File: config.mk
export PLATFORM = sky130hd
export DESIGN_NAME = icache_lookup
export DESIGN_NICKNAME = d
export VERILOG_FILES = /design/src/logic/icache_pkg.sv /design/src/logic/icache_lookup.sv
export SDC_FILE = /design/constraint.sdc
export NUM_CORES = 1
export LEC_CHECK = 0
export ABC_AREA = 1
export BUFFER_PORTS_ARGS = -buffer_cell sky130_fd_sc_hd__buf_2
export CAP_MARGIN = 25
export CORE_AREA = 2 2 172 174
export DETAILED_ROUTE_END_ITERATION = 10
export DIE_AREA = 0 0 174 176
export GPL_TIMING_DRIVEN = 0
export MAX_ROUTING_LAYER = met4
export PLACE_DENSITY = 0.41
export SYNTH_ARGS = -nofsm -noshare
export SYNTH_HDL_FRONTEND = slang
export SYNTH_SLANG_ARGS = --single-unit
File: constraint.sdc
create_clock -name vclk -period 2.3
set_input_delay 0.345 -clock vclk [all_inputs]
set_output_delay 0.345 -clock vclk [all_outputs]
set_load 0.02 [all_outputs]
File: src/logic/icache_pkg.sv
/* icache shared definitions */
package icache_pkg;

    // geometry
    localparam int NUM_WAYS       = 2;
    localparam int NUM_SETS       = 256;
    localparam int BEATS_PER_LINE = 4;

    typedef logic [31:0]  addr_t;

    // address bits 31..12
    typedef logic [19:0]  tag_t;

    // address bits 11..4
    typedef logic [7:0]   index_t;

    // one bridge beat
    typedef logic [31:0]  word_t;

    // beat k sits at bits 32k+31..32k
    typedef logic [127:0] line_t;

    typedef logic [NUM_WAYS-1:0] way_vec_t;
    typedef logic [1:0]   beat_cnt_t;

    // supported cache operation codes
    typedef enum logic [1:0] {
        cacop_init  = 2'd0,
        cacop_index = 2'd1,
        cacop_hit   = 2'd2
    } cacop_code_t;

endpackage

File: src/logic/icache_lookup.sv
/* icache tag compare */
`timescale 1ns/1ps

module icache_lookup (
    input  icache_pkg::tag_t      req_tag_i,
    input  icache_pkg::tag_t      way0_tag_i,
    input  icache_pkg::tag_t      way1_tag_i,
    input  icache_pkg::way_vec_t  way_valid_i,
    input  icache_pkg::line_t     way0_line_i,
    input  icache_pkg::line_t     way1_line_i,
    output icache_pkg::way_vec_t  hit_way_o,
    output icache_pkg::line_t     hit_line_o
);
    import icache_pkg::*;

    // a way hits only when its stored copy is valid
    assign hit_way_o[0] = way_valid_i[0] && (way0_tag_i == req_tag_i);
    assign hit_way_o[1] = way_valid_i[1] && (way1_tag_i == req_tag_i);

    // and-or select, zero when nothing hits
    assign hit_line_o =
        ({$bits(line_t){hit_way_o[0]}} & way0_line_i) |
        ({$bits(line_t){hit_way_o[1]}} & way1_line_i);

    // refill never installs a tag that another way already holds
    a_hit_onehot: assert final ($isunknown(hit_way_o) || $onehot0(hit_way_o));

endmodule

### Word-level counts from Yosys, hierarchy flattened

Index checks and enable logic that the tools add are counted.

| cells by class | value |
|---|---|
| reduce and logical (&&, ||, !) cells | 2 |
| bitwise gates (word level) | 3 |
| eq/ne operators | 2 |

Operators by type and width:

| operator | number |
|---|---|
| $and 128x128->128 | 2 |
| $or 128x128->128 | 1 |
| $eq 20x20->1 | 2 |
| $logic_and 1x1->1 | 2 |

| storage, ports and cells | value |
|---|---|
| bits in registers | 0 |
| output and inout port bits | 130 |
| input port bits | 318 |
| word-level logic and storage cells | 7 |

### Longest topological paths before layout

Gate-level depths: netlist of the first run.

| logic depth | value |
|---|---|
| depth in word-level cells | 4 |
| depth in mapped cells | 10 |
| depth with buffers taken out | 8 |

### Worst setup path after synthesis of the first run

OpenSTA, ideal clock, no wires.

| path | value |
|---|---|
| kind | in2out |
| start point | input port way0_tag_i[19] |
| end point | output port hit_line_o[100] |
| slack | 0.671 ns |
| data arrival time | 1.284 ns |
| stages | 10 |
| required time | 1.955 ns |
| path buffers | 2 |
| path through | inv_1 nand2_1 nand2_1 nor2_1 nand2_1 nor2_2 buf_6 buf_6 nand4_1 nand2_1 |

| between the ends | value |
|---|---|
| cells in the longest elaborated chain, start to end | 4 |

Ends and longest elaborated chain:

| what | RTL line | RTL |
|---|---|---|
| start: declaration | icache_lookup.sv:6 | `input icache_pkg::tag_t way0_tag_i,` |
| $eq 20x20->1 | icache_lookup.sv:17 | `assign hit_way_o[0] = way_valid_i[0] && (way0_tag_i == req_tag_i);` |
| $logic_and 1x1->1 | icache_lookup.sv:17 |  |
| $and 128x128->128 | icache_lookup.sv:22 | `({$bits(line_t){hit_way_o[0]}} & way0_line_i) \|` |
| $or 128x128->128 | icache_lookup.sv:22 |  |
| end: declaration | icache_lookup.sv:12 | `output icache_pkg::line_t hit_line_o` |

No other way between the ends.

### Worst setup path after layout of the first run

| path | value |
|---|---|
| start point | input port req_tag_i[17] |
| end point | output port hit_line_o[80] |

| between the ends | value |
|---|---|
| cells in the longest elaborated chain, start to end | 4 |
| elaborated cells between the ends (all ways) | 7 |
| those cells by class | eq/ne (2); bitwise (3); reduce/logical (2) |

Ends and longest elaborated chain:

| what | RTL line | RTL |
|---|---|---|
| start: declaration | icache_lookup.sv:5 | `input icache_pkg::tag_t req_tag_i,` |
| $eq 20x20->1, on equally long branches | icache_lookup.sv:17, icache_lookup.sv:18 |  |
| $logic_and 1x1->1, on equally long branches | icache_lookup.sv:17, icache_lookup.sv:18 |  |
| $and 128x128->128, on equally long branches | icache_lookup.sv:22, icache_lookup.sv:23 |  |
| $or 128x128->128 (*) | icache_lookup.sv:22 |  |

Every way passes the cells marked *; elsewhere a longest branch is shown, timed or not.

==> results of run 1 <==
-- final timing paths --
| path | startpoint | endpoint | slack, ns | cells past startpoint |
|---|---|---|---|---|
| max | req_tag_i[17] | hit_line_o[80] | 0.12 | 11 |
| min | way0_line_i[51] | hit_line_o[51] | 1.05 | 4 |
-- critical path, stage by stage --
cell,delay (ns)
buf_2,0.12
nand2_1,0.06
nand2_1,0.05
nor2_1,0.14
nand2_1,0.10
nor2_4,0.20
buf_12,0.17
buf_4,0.18
nand4_1,0.14
nand2_1,0.14
buf_4,0.15
-- cells in the final DEF, fill, tap and decap left out --
cell type / instances
xor2_1: 2
nor2_1: 20
inv_1: 35
o21ai_1: 5
nor2_2: 1
buf_8: 13
o21ai_0: 3
buf_6: 27
nand4_1: 256
xnor2_1: 2
buf_4: 39
nor2_4: 5
buf_2: 449
nand2_1: 218
buf_12: 4
nand3_1: 2
inv_2: 11
and3_1: 2
clkbuf_16: 1
clkinv_1: 2
nand2_2: 2
o211ai_1: 2
-- through the flow --
stage	utilization, %	instances	worst slack (ns)	setup TNS [ns]	area (sq um)
5_1_grt	22.73	1485	-0.01683	-0.08989	6487
3_5_place_dp	22.28	1484	-0.07144	-0.2954	6361
6_report	22.73	1485	0.1208	0	6487
4_1_cts	22.32	1484	0.003629	0	6372
3_3_place_gp	22.28	1484	-0.07488	-0.2438	6361
2_1_floorplan	-	652	0.6714	0	3638
-- power by group --
group	switching, mW	internal [mW]
sequential	0	0
clock	0	0
combinational	0.250	0.274
-- kinds of logic after synthesis --
logic type             Yosys count  share of synthesized area, %
AND/OR/NAND/NOR                506                         70.56
XOR/XNOR                         4                        0.9630
buffers and inverters          132                         26.96
AO/OA/AOI/OAI                   10                         1.513
-- timing repair --
action                     4_1_cts  5_1_grt
buffers inserted                 0        0
hold buffers                     0        0
pin swaps                        0        7
setup endpoints to repair       10       56
gates resized for setup          3       24
cloned                           0        1
-- metal layers --
metal	share of wire (%)	vias to the layer above	track usage, %
met5	0	-	-
li1	-	3259	-
met1	41	2835	17.38
met2	52	315	28.78
met3	5.5	26	1.378
met4	2.1	0	2.556
-- area by class of cell --
| type | count | area, sq um |
|---|---|---|
| inverters | 48 | 180.2 |
| fillers | 3424 | 22060 |
| multi-input cells | 520 | 2683 |
| plain buffers | 84 | 864.6 |
| well taps | 384 | 480.5 |
| repair buffers | 449 | 2280 |
==> results by group, run 1 <==
Die
  • Die area: 0.03062 sq mm
  • IO Pins: 448
  • Die W: 174 microns
  • Initial core utilization: between 10% and 20%
  • Die Span Y: 176 microns
  • Core Region: 0.02855 sq mm
  • Row count: between 60 and 70

Timing
  • Fin crit share: 94.75%
  • Fin. max-slew vios: 0
  • Fin Hold WS: roughly 1.1 ns
  • Worst Tran Pin Value: 0.2696 ns
  • Slew HR: 81.95%
  • Hold Fails Final Rpt: 0
  • Fmax achieved: 458.9 MHz
  • RSZ-0062 raised after global routing: yes
  • Finish-stage setup viols: 0
  • Tmin final: 2.179 ns

Global routing
  • GRT Total Usage: 15.12%
  • Overflow after GRT: 0
  • Initial antenna violation count: 1
  • Pin count of the biggest net entering global routing: 11
  • First-pass GRT wire length: 35.69 mm
  • Vias in the first global route: 6,464

Yosys
  • Post-synth top area share: 44.02%
  • Largest cells by area after synthesis: nand4_1, nand2_1, buf_4
  • Syn Std Cell Area: around 0.0036 sq mm
  • Most common library cells after synthesis: nand4_1, nand2_1, buf_4
  • Seq/Total Area, Yosys: 0%
  • Yosys cell types: 20
  • Synth Warn #: 0
  • Synth Net Count: 970
  • Largest area contributor in the netlist: nand4_1
  • Post-Syn Instances: 652
  • Count leader, synth: nand4_1
  • Avg Cell Area, Syn: 5.581 sq um

Worst setup path
  • CP Launch Type: input pin
  • CP Capture Type: output pin
  • Crit path max fanout: 10
  • WS Path Type: input pin to output pin
  • Worst Path Required: 1.96 ns
  • Arrival time worst endpoint: around 1.8 ns

Power
  • Leakage: 4.085 nW
  • Power density cells: 80.71 mW/mm^2
  • Power, Total: roughly 520 uW
  • VDD IR max: roughly 0.047 mV

Flow run
  • Maxcap violations: 0

Drt
  • Final ANT Viol Nets: 0
  • Initial drt markers: 211
  • Drt via density: about 4.3
  • Final WL: approximately 25 mm
  • First-pass DRT Iterations: 4
  • Vias: about 6,400
  • Avg WL per Cell: 16.65 microns
  • Drt drc: 0

Finish
  • Fin nets: 1,421
  • Reg area: 0 sq um
  • Fraction of layout cells with a size suffix above 1: 50.14%
  • N_diodes: 0
  • Seq cells: 0
  • Synthesis-to-layout area growth: 78.30%
  • Clk_buf instances: 0

Place
  • Port buffer count: 448
  • Post-DP HPWL: 21.04 mm
  • Routability Congestion: ~0.89

Min path
  • Min-Delay Path Class: input pin to output pin

Outcome
  • Status: complete, no violations
Note: power is estimated with default switching activity, not from simulation.
==> run 2: changes to the inputs <==
Clock period 2.3 ns to 2.68 ns, I/O delays scaled along.
==> run 2 against run 1 <==
Against the previous run:
- clock-buffer cell count unchanged
- worst setup slack gained 0.15 ns
- flip-flop and latch count unchanged
==> results by group, run 2 (synthesis gave the netlist of run 1 again) <==
Power
  • VDD IR max: 0.04061 mV (was 0.04733 mV)
  • Power density cells: 69.64 mW/mm^2 (was 80.71 mW/mm^2)
  • Power, Total: 443.0 uW (was 523.6 uW)
  • Leakage: 4.061 nW (was 4.085 nW)

Timing
  • Hold Fails Final Rpt: 0 (unchanged)
  • Slew HR: 81.95% (unchanged)
  • RSZ-0062 raised after global routing: no (was yes)
  • Worst Tran Pin Value: 0.2696 ns (unchanged)
  • Setup_tns: 0 ns (unchanged)
  • Fin crit share: 90.00%
  • Fin. max-slew vios: 0 (unchanged)
  • Tmin final: 2.412 ns
  • Fmax achieved: 414.6 MHz
  • Finish-stage setup viols: 0 (unchanged)

Drt
  • Drt via density: 4.338 (was 4.333)
  • Final WL: 24.59 mm (was 24.72 mm)
  • Drt drc: 0 (unchanged)
  • First-pass DRT Iterations: 7 (was 4)
  • Avg WL per Cell: 16.57 microns (was 16.65 microns)
  • Initial drt markers: 213 (was 211)
  • Final ANT Viol Nets: 0 (unchanged)
  • Vias: 6,437 (was 6,435)

Finish
  • Fraction of layout cells with a size suffix above 1: 49.91% (was 50.14%)
  • Most frequent cells in the layout: buf_2, nand4_1, nand2_1 (unchanged)
  • Design area: 0.006361 sq mm (was 0.006487 sq mm)
  • Seq cells: 0 (unchanged)
  • Non-Filler Instances: 1,484 (was 1,485)
  • N_diodes: 0 (unchanged)
  • Reg area: 0 sq um (unchanged)
  • Fin nets: 1,420 (was 1,421)
  • Clk_buf instances: 0 (unchanged)
  • # fillers: 3,437 (was 3,424)
  • Fin util: 22.28% (was 22.73%)
  • Commonest non-fill, non-tap cell in the layout: buf_2 (unchanged)
  • Synthesis-to-layout area growth: 74.83% (was 78.30%)

Global routing
  • Overflow after GRT: 0 (unchanged)
  • First-pass GRT wire length: 35.71 mm (was 35.69 mm)
  • GRT Total Usage: 15.12% (about the same)
  • Initial antenna violation count: 1 (unchanged)
  • Pin count of the biggest net entering global routing: 11 (unchanged)
  • Vias in the first global route: 6,459 (was 6,464)

Worst setup path
  • WS Path Type: input pin to output pin (unchanged)
  • CP Launch Type: input pin (unchanged)
  • CP Capture Type: output pin (unchanged)
  • Worst Path Required: 2.28 ns (was 1.96 ns)
  • CP cell instances: buf_2 -> nand2_1 -> nand2_1 -> nor2_1 -> nand2_1 -> nor2_2 -> buf_4 -> buf_4 -> nand4_1 -> nand2_1 -> buf_2 (was buf_2 -> nand2_1 -> nand2_1 -> nor2_1 -> nand2_1 -> nor2_4 -> buf_12 -> buf_4 -> nand4_1 -> nand2_1 -> buf_4)
  • Crit path max fanout: 10 (unchanged)
  • Arrival time worst endpoint: 2.01 ns (was 1.83 ns)
  • Crit path largest cell delay: 0.28 ns (was 0.20 ns)
  • Worst path slowest cell: buf_4 (was nor2_4)
  • Worst path top cell family by delay: buffers and inverters (was simple AND/OR/NAND/NOR gates)
  • Critical Path Most Common Cell: nand2_1 (unchanged)
  • Buf/Inv on CP: 4 (unchanged)

Place
  • Routability Congestion: 0.8911 (unchanged)
  • Placed inst area: 0.006361 sq mm (unchanged)
  • Port buffer count: 448 (unchanged)
  • Dpl cells: 1,484 (unchanged)
  • Post-DP HPWL: 21.04 mm (unchanged)

Die
  • Die W: 174 microns (unchanged)
  • Initial core utilization: 12.75% (unchanged)
  • Die Span Y: 176 microns (unchanged)
  • Row count: 62 (unchanged)
  • IO Pins: 448 (unchanged)
  • Core Region: 0.02855 sq mm (unchanged)
  • Die area: 0.03062 sq mm (unchanged)

CTS
  • Post CTS Setup Buffer Count: 0 (unchanged)
  • CTS Hold Bufs: 0 (unchanged)
  • Post-CTS Resized: 0 (was 3)

Min path
  • Min-Delay Path Class: input pin to output pin (unchanged)

Outcome
  • Status: complete, no violations (unchanged)

Flow run
  • Maxcap violations: 0 (unchanged)
-- run 2: cell types whose count changed in the layout (fill, tap and decap cells not counted), sizes merged --
cell	delta
clkbuf	-1
-- run 2: worst paths after layout --
| kind | slack, ns | start | end | cells past startpoint |
|---|---|---|---|---|
| worst max-delay path | 0.27 | req_tag_i[17] | hit_line_o[98] | 11 |
| worst min-delay path | 1.16 | way1_line_i[2] | hit_line_o[2] | 4 |
-- run 2: power breakdown --
part	internal (mW)	total [mW]	switching, mW
Combinational	0.232	0.443	0.211
Sequential	0	0	0
Clock	0	0	0
-- run 2: area by class of cell --
type,count,area [sq um],share of cell area (%)
Buffer,84,800.8,12.59
Inverter,48,180.2,2.832
Multi-Input combinational cell,520,2658,41.78
Tap cell,384,480.5,7.553
Timing Repair Buffer,448,2242,35.25
-- run 2: stage by stage --
stage	setup WS, ns	hold WS, ns
global placement	0.1911	1.162
detailed placement	0.1946	1.163
floorplan	0.9374	0.9994
finish	0.2680	1.164
global route	0.09800	1.177
CTS	0.1932	1.165
-- run 2: per-layer routing --
metal  vias up  global-route usage (%)  part of all wire [%]
li1       3263                       -                     -
met1      2818                   17.41                    40
met2       330                   28.77                    52
met3        26                   1.378                   6.4
met4         0                   2.556                   2.1
met5         -                       -                     0
