File: src/logic/icache_pkg.sv
/* icache shared definitions */
package icache_pkg;

    // geometry
    localparam int NUM_WAYS       = 2;
    localparam int NUM_SETS       = 256;
    localparam int BEATS_PER_LINE = 4;

    typedef logic [31:0]  addr_t;

    // address bits 31..12
    typedef logic [19:0]  tag_t;

    // address bits 11..4
    typedef logic [7:0]   index_t;

    // one bridge beat
    typedef logic [31:0]  word_t;

    // beat k sits at bits 32k+31..32k
    typedef logic [127:0] line_t;

    typedef logic [NUM_WAYS-1:0] way_vec_t;
    typedef logic [1:0]   beat_cnt_t;

    // supported cache operation codes
    typedef enum logic [1:0] {
        cacop_init  = 2'd0,
        cacop_index = 2'd1,
        cacop_hit   = 2'd2
    } cacop_code_t;

endpackage

File: src/logic/icache_refill.sv
/* icache line refill */
`timescale 1ns/1ps

module icache_refill (
    input  logic               clock,
    input  logic               reset,
    input  logic               start_i,
    input  logic               ret_valid_i,
    input  logic               ret_last_i,
    input  icache_pkg::word_t  ret_data_i,
    output logic               line_done_o,
    output icache_pkg::line_t  line_o
);
    import icache_pkg::*;

    beat_cnt_t beat_cnt;

    // first three beats of the line
    word_t     beat_buf [BEATS_PER_LINE-1];

    // last marker or the fourth counted beat closes the line
    assign line_done_o = ret_valid_i &&
        (ret_last_i || (beat_cnt == beat_cnt_t'(BEATS_PER_LINE - 1)));

    always_ff @(posedge clock) begin
        if (reset || start_i) begin
            beat_cnt <= '0;
        end else if (ret_valid_i) begin
            beat_cnt <= beat_cnt + 1'b1;
        end
    end

    always_ff @(posedge clock) begin
        if (ret_valid_i && !line_done_o) begin
            beat_buf[beat_cnt] <= ret_data_i;
        end
    end

    // current beat goes on top, so the line is ready in the final beat cycle
    assign line_o = {ret_data_i, beat_buf[2], beat_buf[1], beat_buf[0]};

    // the bridge always sends full lines
    a_last_on_fourth: assert property (@(posedge clock) disable iff (reset)
        ret_valid_i && ret_last_i |-> beat_cnt == beat_cnt_t'(BEATS_PER_LINE - 1));

endmodule

File: config.mk
export PLATFORM = sky130hd
export DESIGN_NAME = icache_refill
export DESIGN_NICKNAME = d
export VERILOG_FILES = /design/src/logic/icache_pkg.sv /design/src/logic/icache_refill.sv
export SDC_FILE = /design/constraint.sdc
export NUM_CORES = 1
export LEC_CHECK = 0
export BUFFER_PORTS_ARGS = -buffer_cell sky130_fd_sc_hd__buf_2
export CORE_ASPECT_RATIO = 0.5
export CORE_MARGIN = 2
export CORE_UTILIZATION = 48
export DETAILED_ROUTE_END_ITERATION = 6
export PLACE_DENSITY = 0.83
export SLEW_MARGIN = 10
export SYNTH_ARGS = -nofsm -noshare
export SYNTH_HDL_FRONTEND = slang
export SYNTH_SLANG_ARGS = --single-unit
export TNS_END_PERCENT = 100
File: constraint.sdc
create_clock -name clock -period 4.9 [get_ports clock]
set_input_delay 0.49 -clock clock [delete_from_list [all_inputs] [get_ports clock]]
set_output_delay 0.49 -clock clock [all_outputs]
set_load 0.03 [all_outputs]
**Word level (Yosys, flattened, before mapping)**

Memory sizes are Yosys's and may differ from the RTL's.
Cells that the tools add are included.

- Bits in registers: 2
- Bits in writable memories: 96
- Input port bits: 37
- Output and inout bits: 129
- Word-level logic and storage cells: 11
- Memories: 1

Memory list:

| name | depth | bits a word | read ports | clocked after Yosys merged registers in | wr ports | line | text |
|---|---|---|---|---|---|---|---|
| beat_buf | 3 | 32 | 3 | 0 | 1 | icache_refill.sv:19 | `word_t beat_buf [BEATS_PER_LINE-1];` |

- Add/sub/neg operators: 1
- Equal/unequal tests: 1
- Multiplexer cells: 2
- Reductions and logical operators: 5

Operators by type and width:

| operator | number |
|---|---|
| adder 2 x 1 -> 2 bit (second input constant) | 1 |
| equality test 2 bit (second input constant) | 1 |
| logical AND 1 bit | 2 |
| logical OR 1 bit | 2 |
| two-way mux 1 bit | 2 |
| logical NOT 1 bit | 1 |

**Depth between registers and ports, before layout**

Gate-level depths: netlist of the first run.

- Depth after elaboration: 7
- Mapped depth: 4
- Depth with buffers taken out: 4

**Least setup slack after synthesis of the first run**

No wires, ideal clock.

- Path type: register to register
- Start point: reg beat_cnt[0]
- End point: mem beat_buf[0][0] (netlist bit), enable pin
- Setup time: 374 ps
- Data arrival time: 1223 ps
- Data required time: 4526 ps
- Setup slack: 3303 ps
- Cell stages (with the launch flop): 4
- Buffers on the path: 0
- Period minus slack after synthesis: 1597 ps
- Cells stage by stage: dfxtp_1 ha_1 nor2_1 and3_2

- Cells in the longest elaborated chain, start to end: 7

Ends and longest elaborated chain:

| what | line | text |
|---|---|---|
| start: declaration | icache_refill.sv:16 | `beat_cnt_t beat_cnt;` |
| start signal: assignment | icache_refill.sv:29 | `beat_cnt <= beat_cnt + 1'b1;` |
| equality test 2 bit | icache_refill.sv:23 | `(ret_last_i \|\| (beat_cnt == beat_cnt_t'(BEATS_PER_LINE - 1)));` |
| logical OR 1 bit | icache_refill.sv:23 |  |
| logical AND 1 bit | icache_refill.sv:22 | `assign line_done_o = ret_valid_i &&` |
| logical NOT 1 bit | icache_refill.sv:34 | `if (ret_valid_i && !line_done_o) begin` |
| logical AND 1 bit | icache_refill.sv:34 |  |
| two-way mux 1 bit | icache_refill.sv:34 |  |
| two-way mux 1 bit (not written as such) | icache_refill.sv:35 | `beat_buf[beat_cnt] <= ret_data_i;` |
| end: declaration | icache_refill.sv:19 |  |

Several ways; a longest one is shown, not always the timed one.

**Worst setup path in the final report of the first run**

- Start point: reg beat_cnt[0]
- End point: mem beat_buf[1][5] (netlist bit), enable pin

The elaborated chain is that of the path after synthesis.

==> metrics.md, run 1 <==
| Metric | Value |
|---|---|
| Number of global-route vias before repair | 1,755 |
| Sequential element share of the synthesized area | about nine tenths |
| Worst-Margin Slew | 0.819 ns |
| Root Buffer | clkbuf_16 |
| DR vias | approximately 1,700 |
| Status | finished, final reports clean |
| Clock tree buffer depth | 2 |
| Number of enable flip-flop cells after synthesis | 96 |
| Core area | 6650 sq um |
| Commonest cells post-synth | edfxtp_1 (96), buf_4 (32), ha_1 (4) |
| YS warnings | 0 |
| Net count, final | 330 |
| Vias per cell | approximately 4.5 |
| Final wirelength | 6340 um |
| Crit end category | flip-flop |
| Leak Pwr | between 0.0015 and 0.002 uW |
| Yosys top cell area share | 87.6% |
| Critical Path RT | 4.86 ns |
| Post-Route Utilization | around two thirds |
| WS Path Type | reg -> reg |
| Clock transition at the registers of the reported paths | 0.06 ns |
| # fillers | ~460 |
| R2r setup slk | 2.95 ns |
| HP Class | in -> reg |
| Initial Utilization | 49.5% |
| Post-synth cell types | 11 |
| Syn Nets | 186 |
| Synth Instances | approximately 150 |
| Worst Path Arrival | approximately 1.9 ns |
| Latest clock arrival within the worst-skew pair | 0.33 ns |
| Period utilization | 39.7% |
| Remaining Overflow, GRT | 0 |
| Setup WS pre-CTS | 2.95 ns |
| Tmin final | 1.95 ns |
| Setup tns final | 0 ns |
| Setup WS post-layout | 2.95 ns |
| Hold_buf cts | 0 |
| Total die area | 7580 sq um |
| DR pass1 iterations | 4 |
| Asr flop ratio synth | 0% |
| Final hold vios | 0 |
| Clk_skew | approximately 0.006 ns |
| Routability-driven placement congestion ratio | 0.699 |
| # resized after CTS | 0 |
| Die X | 121 um |
| I/O pin total | between 150 and 200 |
| Max Cap Viol | 0 |
| Avg Synthesized Cell Area | 22.7 sq um |
| Rel. slew slack | 45.4% |
| First DRT Iteration DRCs | around 110 |
| Clock sinks | 98 |
| Final setup violation count | 0 |
| Tot GR Track Use | 17.3% |
| Row count | 21 |
| CTS tree | built |
| Most common cell in the netlist | edfxtp_1 |
| Startpoint Class | flip-flop |
| Area of the mapped netlist | 3290 sq um |
| Pwr Total | between 1500 and 2000 uW |
| RSZ-0062 raised after global routing | no |
| Layout overhead on the synthesized area | 31.0% |
| Area leader, netlist | edfxtp_1 |
| #FFs+latches synth | 98 |
| WL/cell | between 15 and 20 um |
| Hold slack | 0.341 ns |
| Worst VDD drop | 0.196 mV |
| Antenna cell count | 0 |
| Post-CTS setup buffer count | 0 |
| First-pass GRT wire length | 9450 um |
| Crit path max fanout | 32 |
| DRC | 0 |
| Share of layout cells above drive strength 1 | 62.9% |
| Main flop type after synthesis | edfxtp_1 |
| Largest net degree at the start of global routing | 33 |
| Synth top area cells | edfxtp_1 (88%), buf_4 (7.3%), ha_1 (1.5%) |
| Slew Limit Fails | 0 |
| CTS H-tree lvls | 3 |
| CTS Buf Count | 9 |
| PwrDens | 417 nW/um^2 |
| Max frequency | a little over 0.5 GHz |
| Initial antenna violation count | 0 |
| Die Y | 62.6 um |
| ANT nets after route | 0 |
| IO Port Bufs | 165 |
[cell usage in the layout, fill, tap and decap left out]
master	instances
buf_2	165
edfxtp_1	96
clkbuf_16	9
ha_1	4
and3_2	3
inv_1	2
nor3_2	2
dfxtp_1	2
bufinv_16	2
nor2_1	1
nor2b_1	1
xnor2_1	1
mux2i_1	1
inv_6	1
clkinv_2	1
clkinvlp_4	1
clkinv_4	1
clkbuf_1	1
[path summary, 6_finish.rpt]
check                    from             end  depth (start not counted)
hold reg to reg   beat_cnt[1]     beat_cnt[1]                          2
setup reg to reg  beat_cnt[0]  beat_buf[1][5]                          3
setup / recovery  beat_cnt[0]  beat_buf[1][5]                          3
hold / removal        start_i     beat_cnt[0]                          2
[state kept, by name, indices dropped and copies added, names as in the netlist]
signal	flops
beat_cnt	2
beat_buf	96
[stage by stage]
| step | std cells | instance area [sq um] |
|---|---|---|
| 2_1_floorplan | 145 | 3290 |
| 3_3_place_gp | 370 | 3990 |
| 3_5_place_dp | 370 | 3990 |
| 4_1_cts | 386 | 4310 |
| 5_1_grt | 386 | 4310 |
| 6_report | 386 | 4310 |
[per-layer routing]
metal  GRT usage (%)  wire, um  part of all wire, %
met3            7.48       321                  5.1
met2            32.4      3740                   59
met5               0         0                    0
met4            5.38        83                  1.3
met1            17.3      2190                   35
[final cells by class]
cell class / instances / area, sq um / share of cell area (%)
inverter: 2 / 7.51 / 0.174
multi-input combinational: 13 / 121 / 2.81
sequential: 98 / 2920 / 67.8
tap: 92 / 115 / 2.67
timing repair buffer: 165 / 826 / 19.2
clock buffer: 10 / 229 / 5.31
clock inverter: 6 / 90.1 / 2.09
[where the power goes]
part           internal, uW  total, uW  switching, uW  leakage, uW
clock                   448        725            277     0.000153
combinational          32.1        128           96.2     0.000714
sequential              940        945           4.52     0.000892
[cells by family (layout without fill, tap and decap cells)]
| group | Yosys count | count (layout) | synth area share [%] |
|---|---|---|---|
| xor gates and xnor gates | 1 | 1 | 0.266 |
| adders and majority gates | 4 | 4 | 1.52 |
| buffers and inverters | 34 | 183 | 7.53 |
| DFF | 98 | 98 | 88.8 |
| muxes | 1 | 1 | 0.304 |
| and+or+nand+nor | 7 | 7 | 1.60 |
[worst max-delay path: stages (launching register included)]
cell and delay [ns]:
dfxtp_1 0.35, ha_1 0.21, nor2_1 0.22, and3_2 0.78
(Power assumes the default switching activity.)
==> run 2, diff against run 1 <==
- CORE_UTILIZATION: 48 -> 45
- PLACE_DENSITY: 0.83 -> 0.78
- clock period: 4.9 -> 2 ns (I/O delays scaled with it)
==> metrics.md, run 2 (synthesis results as in run 1) <==
| Metric | Value |
|---|---|
| I/O pin total | 166 (unchanged) |
| Crit path max fanout | 4 (-88%) |
| Fin cells | 388 (+0.52%) |
| Worst-Margin Slew | 0.223 ns (-0.596 ns) |
| Placed cells | 373 (+0.81%) |
| Final hold vios | 0 (unchanged) |
| Tmin final | 1.56 ns |
| Max Cap Viol | 0 (unchanged) |
| Total die area | 8060 sq um (+6.3%) |
| Critical Path RT | 1.80 ns (-3.06 ns) |
| Leak Pwr | 0.00181 uW (+2.7%) |
| Status | finished, final reports clean |
| CTS tree | built |
| Switching pwr | 908 uW (+140%) |
| Post-Route Utilization | 64.1% (-0.72 points) |
| Die Y | 64.5 um (+3.1%) |
| Critical path startpoint | beat_cnt[0] |
| Clk_skew | 0.00448 ns (-0.00146 ns) |
| CP max stage cell | dfxtp_1 |
| CTS Buf Count | 9 (unchanged) |
| IO Port Bufs | 165 (unchanged) |
| Largest Register | beat_buf |
| Post-DP Area | 4050 sq um (+1.5%) |
| Critical R2R Launch | beat_cnt[0] |
| Hold_sp | start_i |
| Number of global-route vias before repair | 1,861 (+6.0%) |
| Root Buffer | clkbuf_16 |
| Setup WS pre-CTS | 0.452 ns (-2.49 ns) |
| Switching power share of the total | 19.6% (-1.4 points) |
| Largest net degree at the start of global routing | 33 (unchanged) |
| Final setup violation count | 0 (unchanged) |
| Latest clock arrival within the worst-skew pair | 0.33 ns (about the same) |
| Die X | 125 um (+3.2%) |
| Commonest non-fill, non-tap cell in the layout | buf_2 |
| Hold_buf cts | 0 (unchanged) |
| Crit end category | output port |
| CP peak stage delay | 0.35 ns (-0.43 ns) |
| Clock tree buffer depth | 2 (unchanged) |
| Max reg flops | 96 (unchanged) |
| Startpoint Class | flip-flop |
| First DRT Iteration DRCs | 106 (-7.0%) |
| Initial Utilization | 47.8% (-1.7 points) |
| Initial antenna violation count | 0 (unchanged) |
| Post-CTS setup buffer count | 0 (unchanged) |
| Setup WS post-layout | 0.439 ns (-2.51 ns) |
| Commonest cells after routing, fill and taps aside | buf_2 (165), edfxtp_1 (96), clkbuf_16 (9) |
| Share of layout cells above drive strength 1 | 63.5% (+0.59 points) |
| Core area | 6880 sq um (+3.6%) |
| Worst VDD drop | 0.494 mV (+150%) |
| CTS H-tree lvls | 3 (unchanged) |
| Tot GR Track Use | 16.4% (-0.92 points) |
| Net count, final | 333 (+0.91%) |
| # fillers | 496 (+8.3%) |
| Reg power frac | 49.9% (-2.6 points) |
| Power Internal | 3730 uW (+160%) |
| Antenna cell count | 0 (unchanged) |
| Row count | 21 (unchanged) |
| HP Class | in -> reg |
| # resized after CTS | 0 (unchanged) |
| Max frequency | about 0.64 GHz |
| Layout overhead on the synthesized area | 34.1% |
| Slew Limit Fails | 0 (unchanged) |
| First-pass GRT wire length | 9720 um (+2.8%) |
| Final instance area | 4420 sq um (+2.4%) |
| RSZ-0062 raised after global routing | no |
| Setup tns final | 0 ns (unchanged) |
| Period utilization | 78.1% |
| WL/cell | 16.6 um (+0.87%) |
| DR pass1 iterations | 4 (unchanged) |
| ANT nets after route | 0 (unchanged) |
| Routability-driven placement congestion ratio | 0.721 (+3.2%) |
| Largest registers | beat_buf (96), beat_cnt (2) |
| Worst Path Arrival | 1.36 ns (-0.55 ns) |
| Rel. slew slack | 85.1% (+40 points) |
| Logic pwr share | 6.9% (-0.2 points) |
| DR vias | 1,717 (-0.75%) |
| Clock power share | 43.2% (+2.9 points) |
| Final wirelength | 6430 um (+1.4%) |
| Worst-path cell chain | ha_1 > nor2_1 > nor2b_1 > buf_2 |
| Remaining Overflow, GRT | 0 (unchanged) |
| Clock transition at the registers of the reported paths | 0.06 ns (about the same) |
| Detail Placement HPWL | 4580 um |
| PwrDens | 1050 nW/um^2 (+150%) |
| DRC | 0 (unchanged) |
| WS Path Type | reg -> out |
| Vias per cell | 4.43 (-1.3%) |
| Clock sinks | 98 (unchanged) |
[run 2: changes by cell type in the layout (fill, tap and decap cells not counted), sizes merged]
cell / delta
bufinv: +2
clkbuf: -1
clkinvlp: -1
buf: +3
clkinv: -1
[run 2: final timing paths]
| check | to | slack, ns | cells past startpoint |
|---|---|---|---|
| max reg2reg | beat_buf[0][4] | 0.45 | 4 |
| max | line_done_o | 0.44 | 4 |
| min | beat_cnt[0] | 0.06 | 2 |
| min reg2reg | beat_cnt[1] | 0.60 | 2 |
[run 2: routing by layer]
| layer | part of all wire [%] | GRT usage (%) |
|---|---|---|
| met5 | 0 | 0 |
| met4 | 2.3 | 8.61 |
| met3 | 4.0 | 4.71 |
| met2 | 61 | 31.8 |
| met1 | 33 | 16.2 |
[run 2: layout make-up]
cell class              count  area, sq um  share of cell area [%]
inverters                   2         7.51                   0.170
well taps                  92          115                    2.61
repair buffers            168          886                    20.1
multi-input cells          13          121                    2.75
clock inverters             6          138                    3.12
flip-flops and latches     98         2920                    66.2
clock buffers               9          225                    5.10
[run 2: power by group through the flow]
stage | registers, uW | logic (uW) | clock network, uW
CTS | 2320 | 325 | 2050
global placement | 2360 | 314 | 0
global route | 2320 | 339 | 2130
floorplan | 2440 | 146 | 0
detailed placement | 2360 | 324 | 0
finish | 2320 | 321 | 2010
[run 2: through the flow]
step | hold WS [ns] | power [uW]
2_1_floorplan | 0.269 | 2580
3_3_place_gp | 0.392 | 2670
3_5_place_dp | 0.400 | 2680
4_1_cts | 0.0544 | 4690
5_1_grt | 0.0533 | 4790
6_report | 0.0648 | 4640
[run 2: worst max-delay path: cells and delay by family, from the launching register on]
family / cells / cell delay (ns)
fa+ha+maj: 1 / 0.22
buf+inv: 1 / 0.18
simple gates: 2 / 0.29
flops: 1 / 0.35
==> run 3, diff against run 2 <==
- CORE_UTILIZATION: 45 -> 40
- PLACE_DENSITY: 0.78 -> 0.73
- clock period: 2 -> 1.34 ns (I/O delays scaled with it)
==> metrics.md, run 3 (synthesis results as in run 1) <==
| Metric | Value |
|---|---|
| Critical path startpoint | beat_cnt[0] |
| Share of layout cells above drive strength 1 | 64.1% (+0.63 points) |
| Net count, final | 342 (+2.7%) |
| CP max stage cell | dfxtp_4 |
| Clk_skew | 0.00460 ns (+0.000114 ns) |
| DRC | 0 (unchanged) |
| Leak Pwr | 0.00182 uW (+0.49%) |
| Worst-case reg-to-reg path depth | 4 (unchanged) |
| Setup tns final | 0 ns (unchanged) |
| Routability-driven placement congestion ratio | 0.793 (+10%) |
| Die Y | 68.1 um (+5.7%) |
| Clock transition at the registers of the reported paths | 0.06 ns (about the same) |
| Crit path max fanout | 15 (+11) |
| Crit end category | flip-flop |
| Largest registers | beat_buf (96), beat_cnt (2) |
| Largest Register | beat_buf |
| Status | finished, final reports clean |
| Slew Limit Fails | 0 (unchanged) |
| PwrDens | 1400 nW/um^2 (+34%) |
| Root Buffer | clkbuf_16 |
| Startpoint Class | flip-flop |
| CTS Buf Count | 9 (unchanged) |
| Critical Path RT | 1.38 ns (-0.42 ns) |
| Critical R2R Launch | beat_cnt[0] |
| Hold path cells | 1 (-1) |
| CTS H-tree lvls | 3 (unchanged) |
| Latest clock arrival within the worst-skew pair | 0.33 ns (about the same) |
| WL/cell | 15.8 um (-4.5%) |
| I/O pin total | 166 (unchanged) |
| Max frequency | 0.748 GHz |
| Final wirelength | 6580 um (+2.4%) |
| Crit path max-delay family | flip-flops |
| Crit. path cell count | 4 (unchanged) |
| Die X | 132 um (+5.9%) |
| First-pass GRT wire length | 9040 um (-7.0%) |
| RSZ-0062 raised after global routing | yes |
| Clock tree buffer depth | 2 (unchanged) |
| Worst-Margin Slew | 0.171 ns (-0.0523 ns) |
| Tot GR Track Use | 14.0% (-2.4 points) |
| R2r setup slk | 0.003 ns (-0.45 ns) |
| Antenna cell count | 0 (unchanged) |
| Max reg flops | 96 (unchanged) |
| Commonest non-fill, non-tap cell in the layout | buf_2 |
| Worst setup endpoint | beat_buf[1][9] |
| HP Class | in -> reg |
| Fin cells | 416 (+7.2%) |
| Hold slack | 0.0153 ns (-0.0495 ns) |
| Placed cells | 396 (+6.2%) |
| WS Path Type | reg -> reg |
| Vias per cell | 4.36 (-1.6%) |
| Final hold vios | 0 (unchanged) |
| Worst-path cell chain | ha_4 > nor2_4 > and3_4 > buf_12 |
| ANT nets after route | 0 (unchanged) |
| CP peak stage delay | 0.36 ns (about the same) |
| Row count | 23 (+9.5%) |
| Remaining Overflow, GRT | 0 (unchanged) |
| DR pass1 iterations | 4 (unchanged) |
| Buffers and inverters on the worst path | 1 (unchanged) |
| FF-to-FF End | beat_buf[1][9] |
| Total die area | 9020 sq um (+12%) |
| CTS tree | built |
| Clock sinks | 98 (unchanged) |
| Max Cap Viol | 0 (unchanged) |
| Initial antenna violation count | 0 (unchanged) |
| Largest net degree at the start of global routing | 19 (-42%) |
| DR vias | 1,812 (+5.5%) |
| First DRT Iteration DRCs | 144 (+36%) |
| Commonest cells after routing, fill and taps aside | buf_2 (164), edfxtp_1 (96), clkbuf_16 (10) |
| Core area | 8000 sq um (+16%) |
| Layout overhead on the synthesized area | 37.7% |
| Worst VDD drop | 0.778 mV (+58%) |
| Initial Utilization | 41.1% (-6.7 points) |
| Tmin final | 1.34 ns |
| IO Port Bufs | 165 (unchanged) |
| Period utilization | 99.8% |
| Rel. slew slack | 88.3% (+3.2 points) |
| Number of global-route vias before repair | 1,767 (-5.1%) |
| Worst Path Arrival | 1.38 ns (+0.02 ns) |
| Final setup violation count | 0 (unchanged) |
[run 3: repair_timing]
action | CTS | global route
gates resized for setup | 2 | 1
gates cloned | 0 | 1
setup endpoints to repair | 54 | 54
setup buffers | 0 | 1
hold buffers | 4 | 0
hold endpoints to repair | 8 | 0
pin swaps | 0 | 0
[run 3: layout make-up]
class	count	area, sq um
fillers	651	3470
flip-flops and latches	98	2930
repair buffers	177	1020
clock buffers	9	225
multi-input cells	13	153
well taps	112	140
clock inverters	5	57.6
inverters	2	7.51
[run 3: metal layers]
layer | up-vias | track usage (%) | wire [um]
met5 | - | 0 | 0
met1 | 914 | 11.8 | 2120
met4 | 0 | 8.87 | 150
met2 | 57 | 28.1 | 3970
met3 | 14 | 5.93 | 340
li1 | 827 | - | -
[run 3: worst min-delay path by stage]
stage	from	to
after floorplan	start_i	beat_cnt[0]
after global placement	start_i	beat_cnt[1]
after detailed placement	start_i	beat_cnt[0]
after CTS	ret_data_i[15]	beat_buf[2][15]
after global routing	ret_data_i[18]	beat_buf[2][18]
final	ret_data_i[14]	beat_buf[0][14]
[run 3: metrics by stage]
stage | area, sq um | total power (uW) | worst slack (ns) | utilization (%)
CTS | 4500 | 6430 | -0.00611 | 56.2
floorplan | 3320 | 3860 | 0.00592 | -
global placement | 4160 | 4010 | 0.0310 | 52.0
detailed placement | 4160 | 4020 | -0.0138 | 52.0
global route | 4530 | 6600 | -0.0271 | 56.6
finish | 4530 | 6360 | 0.00255 | 56.6
[run 3: worst reg2reg max path, cell delays in order (launching register included)]
cell,delay [ns]
dfxtp_4,0.36
ha_4,0.16
nor2_4,0.11
and3_4,0.25
buf_12,0.16
[run 3: report_power, final]
group	switching [uW]	internal (uW)	total, uW
Clock	977	1420	2400
Sequential	17.9	3440	3450
Combinational	359	152	511
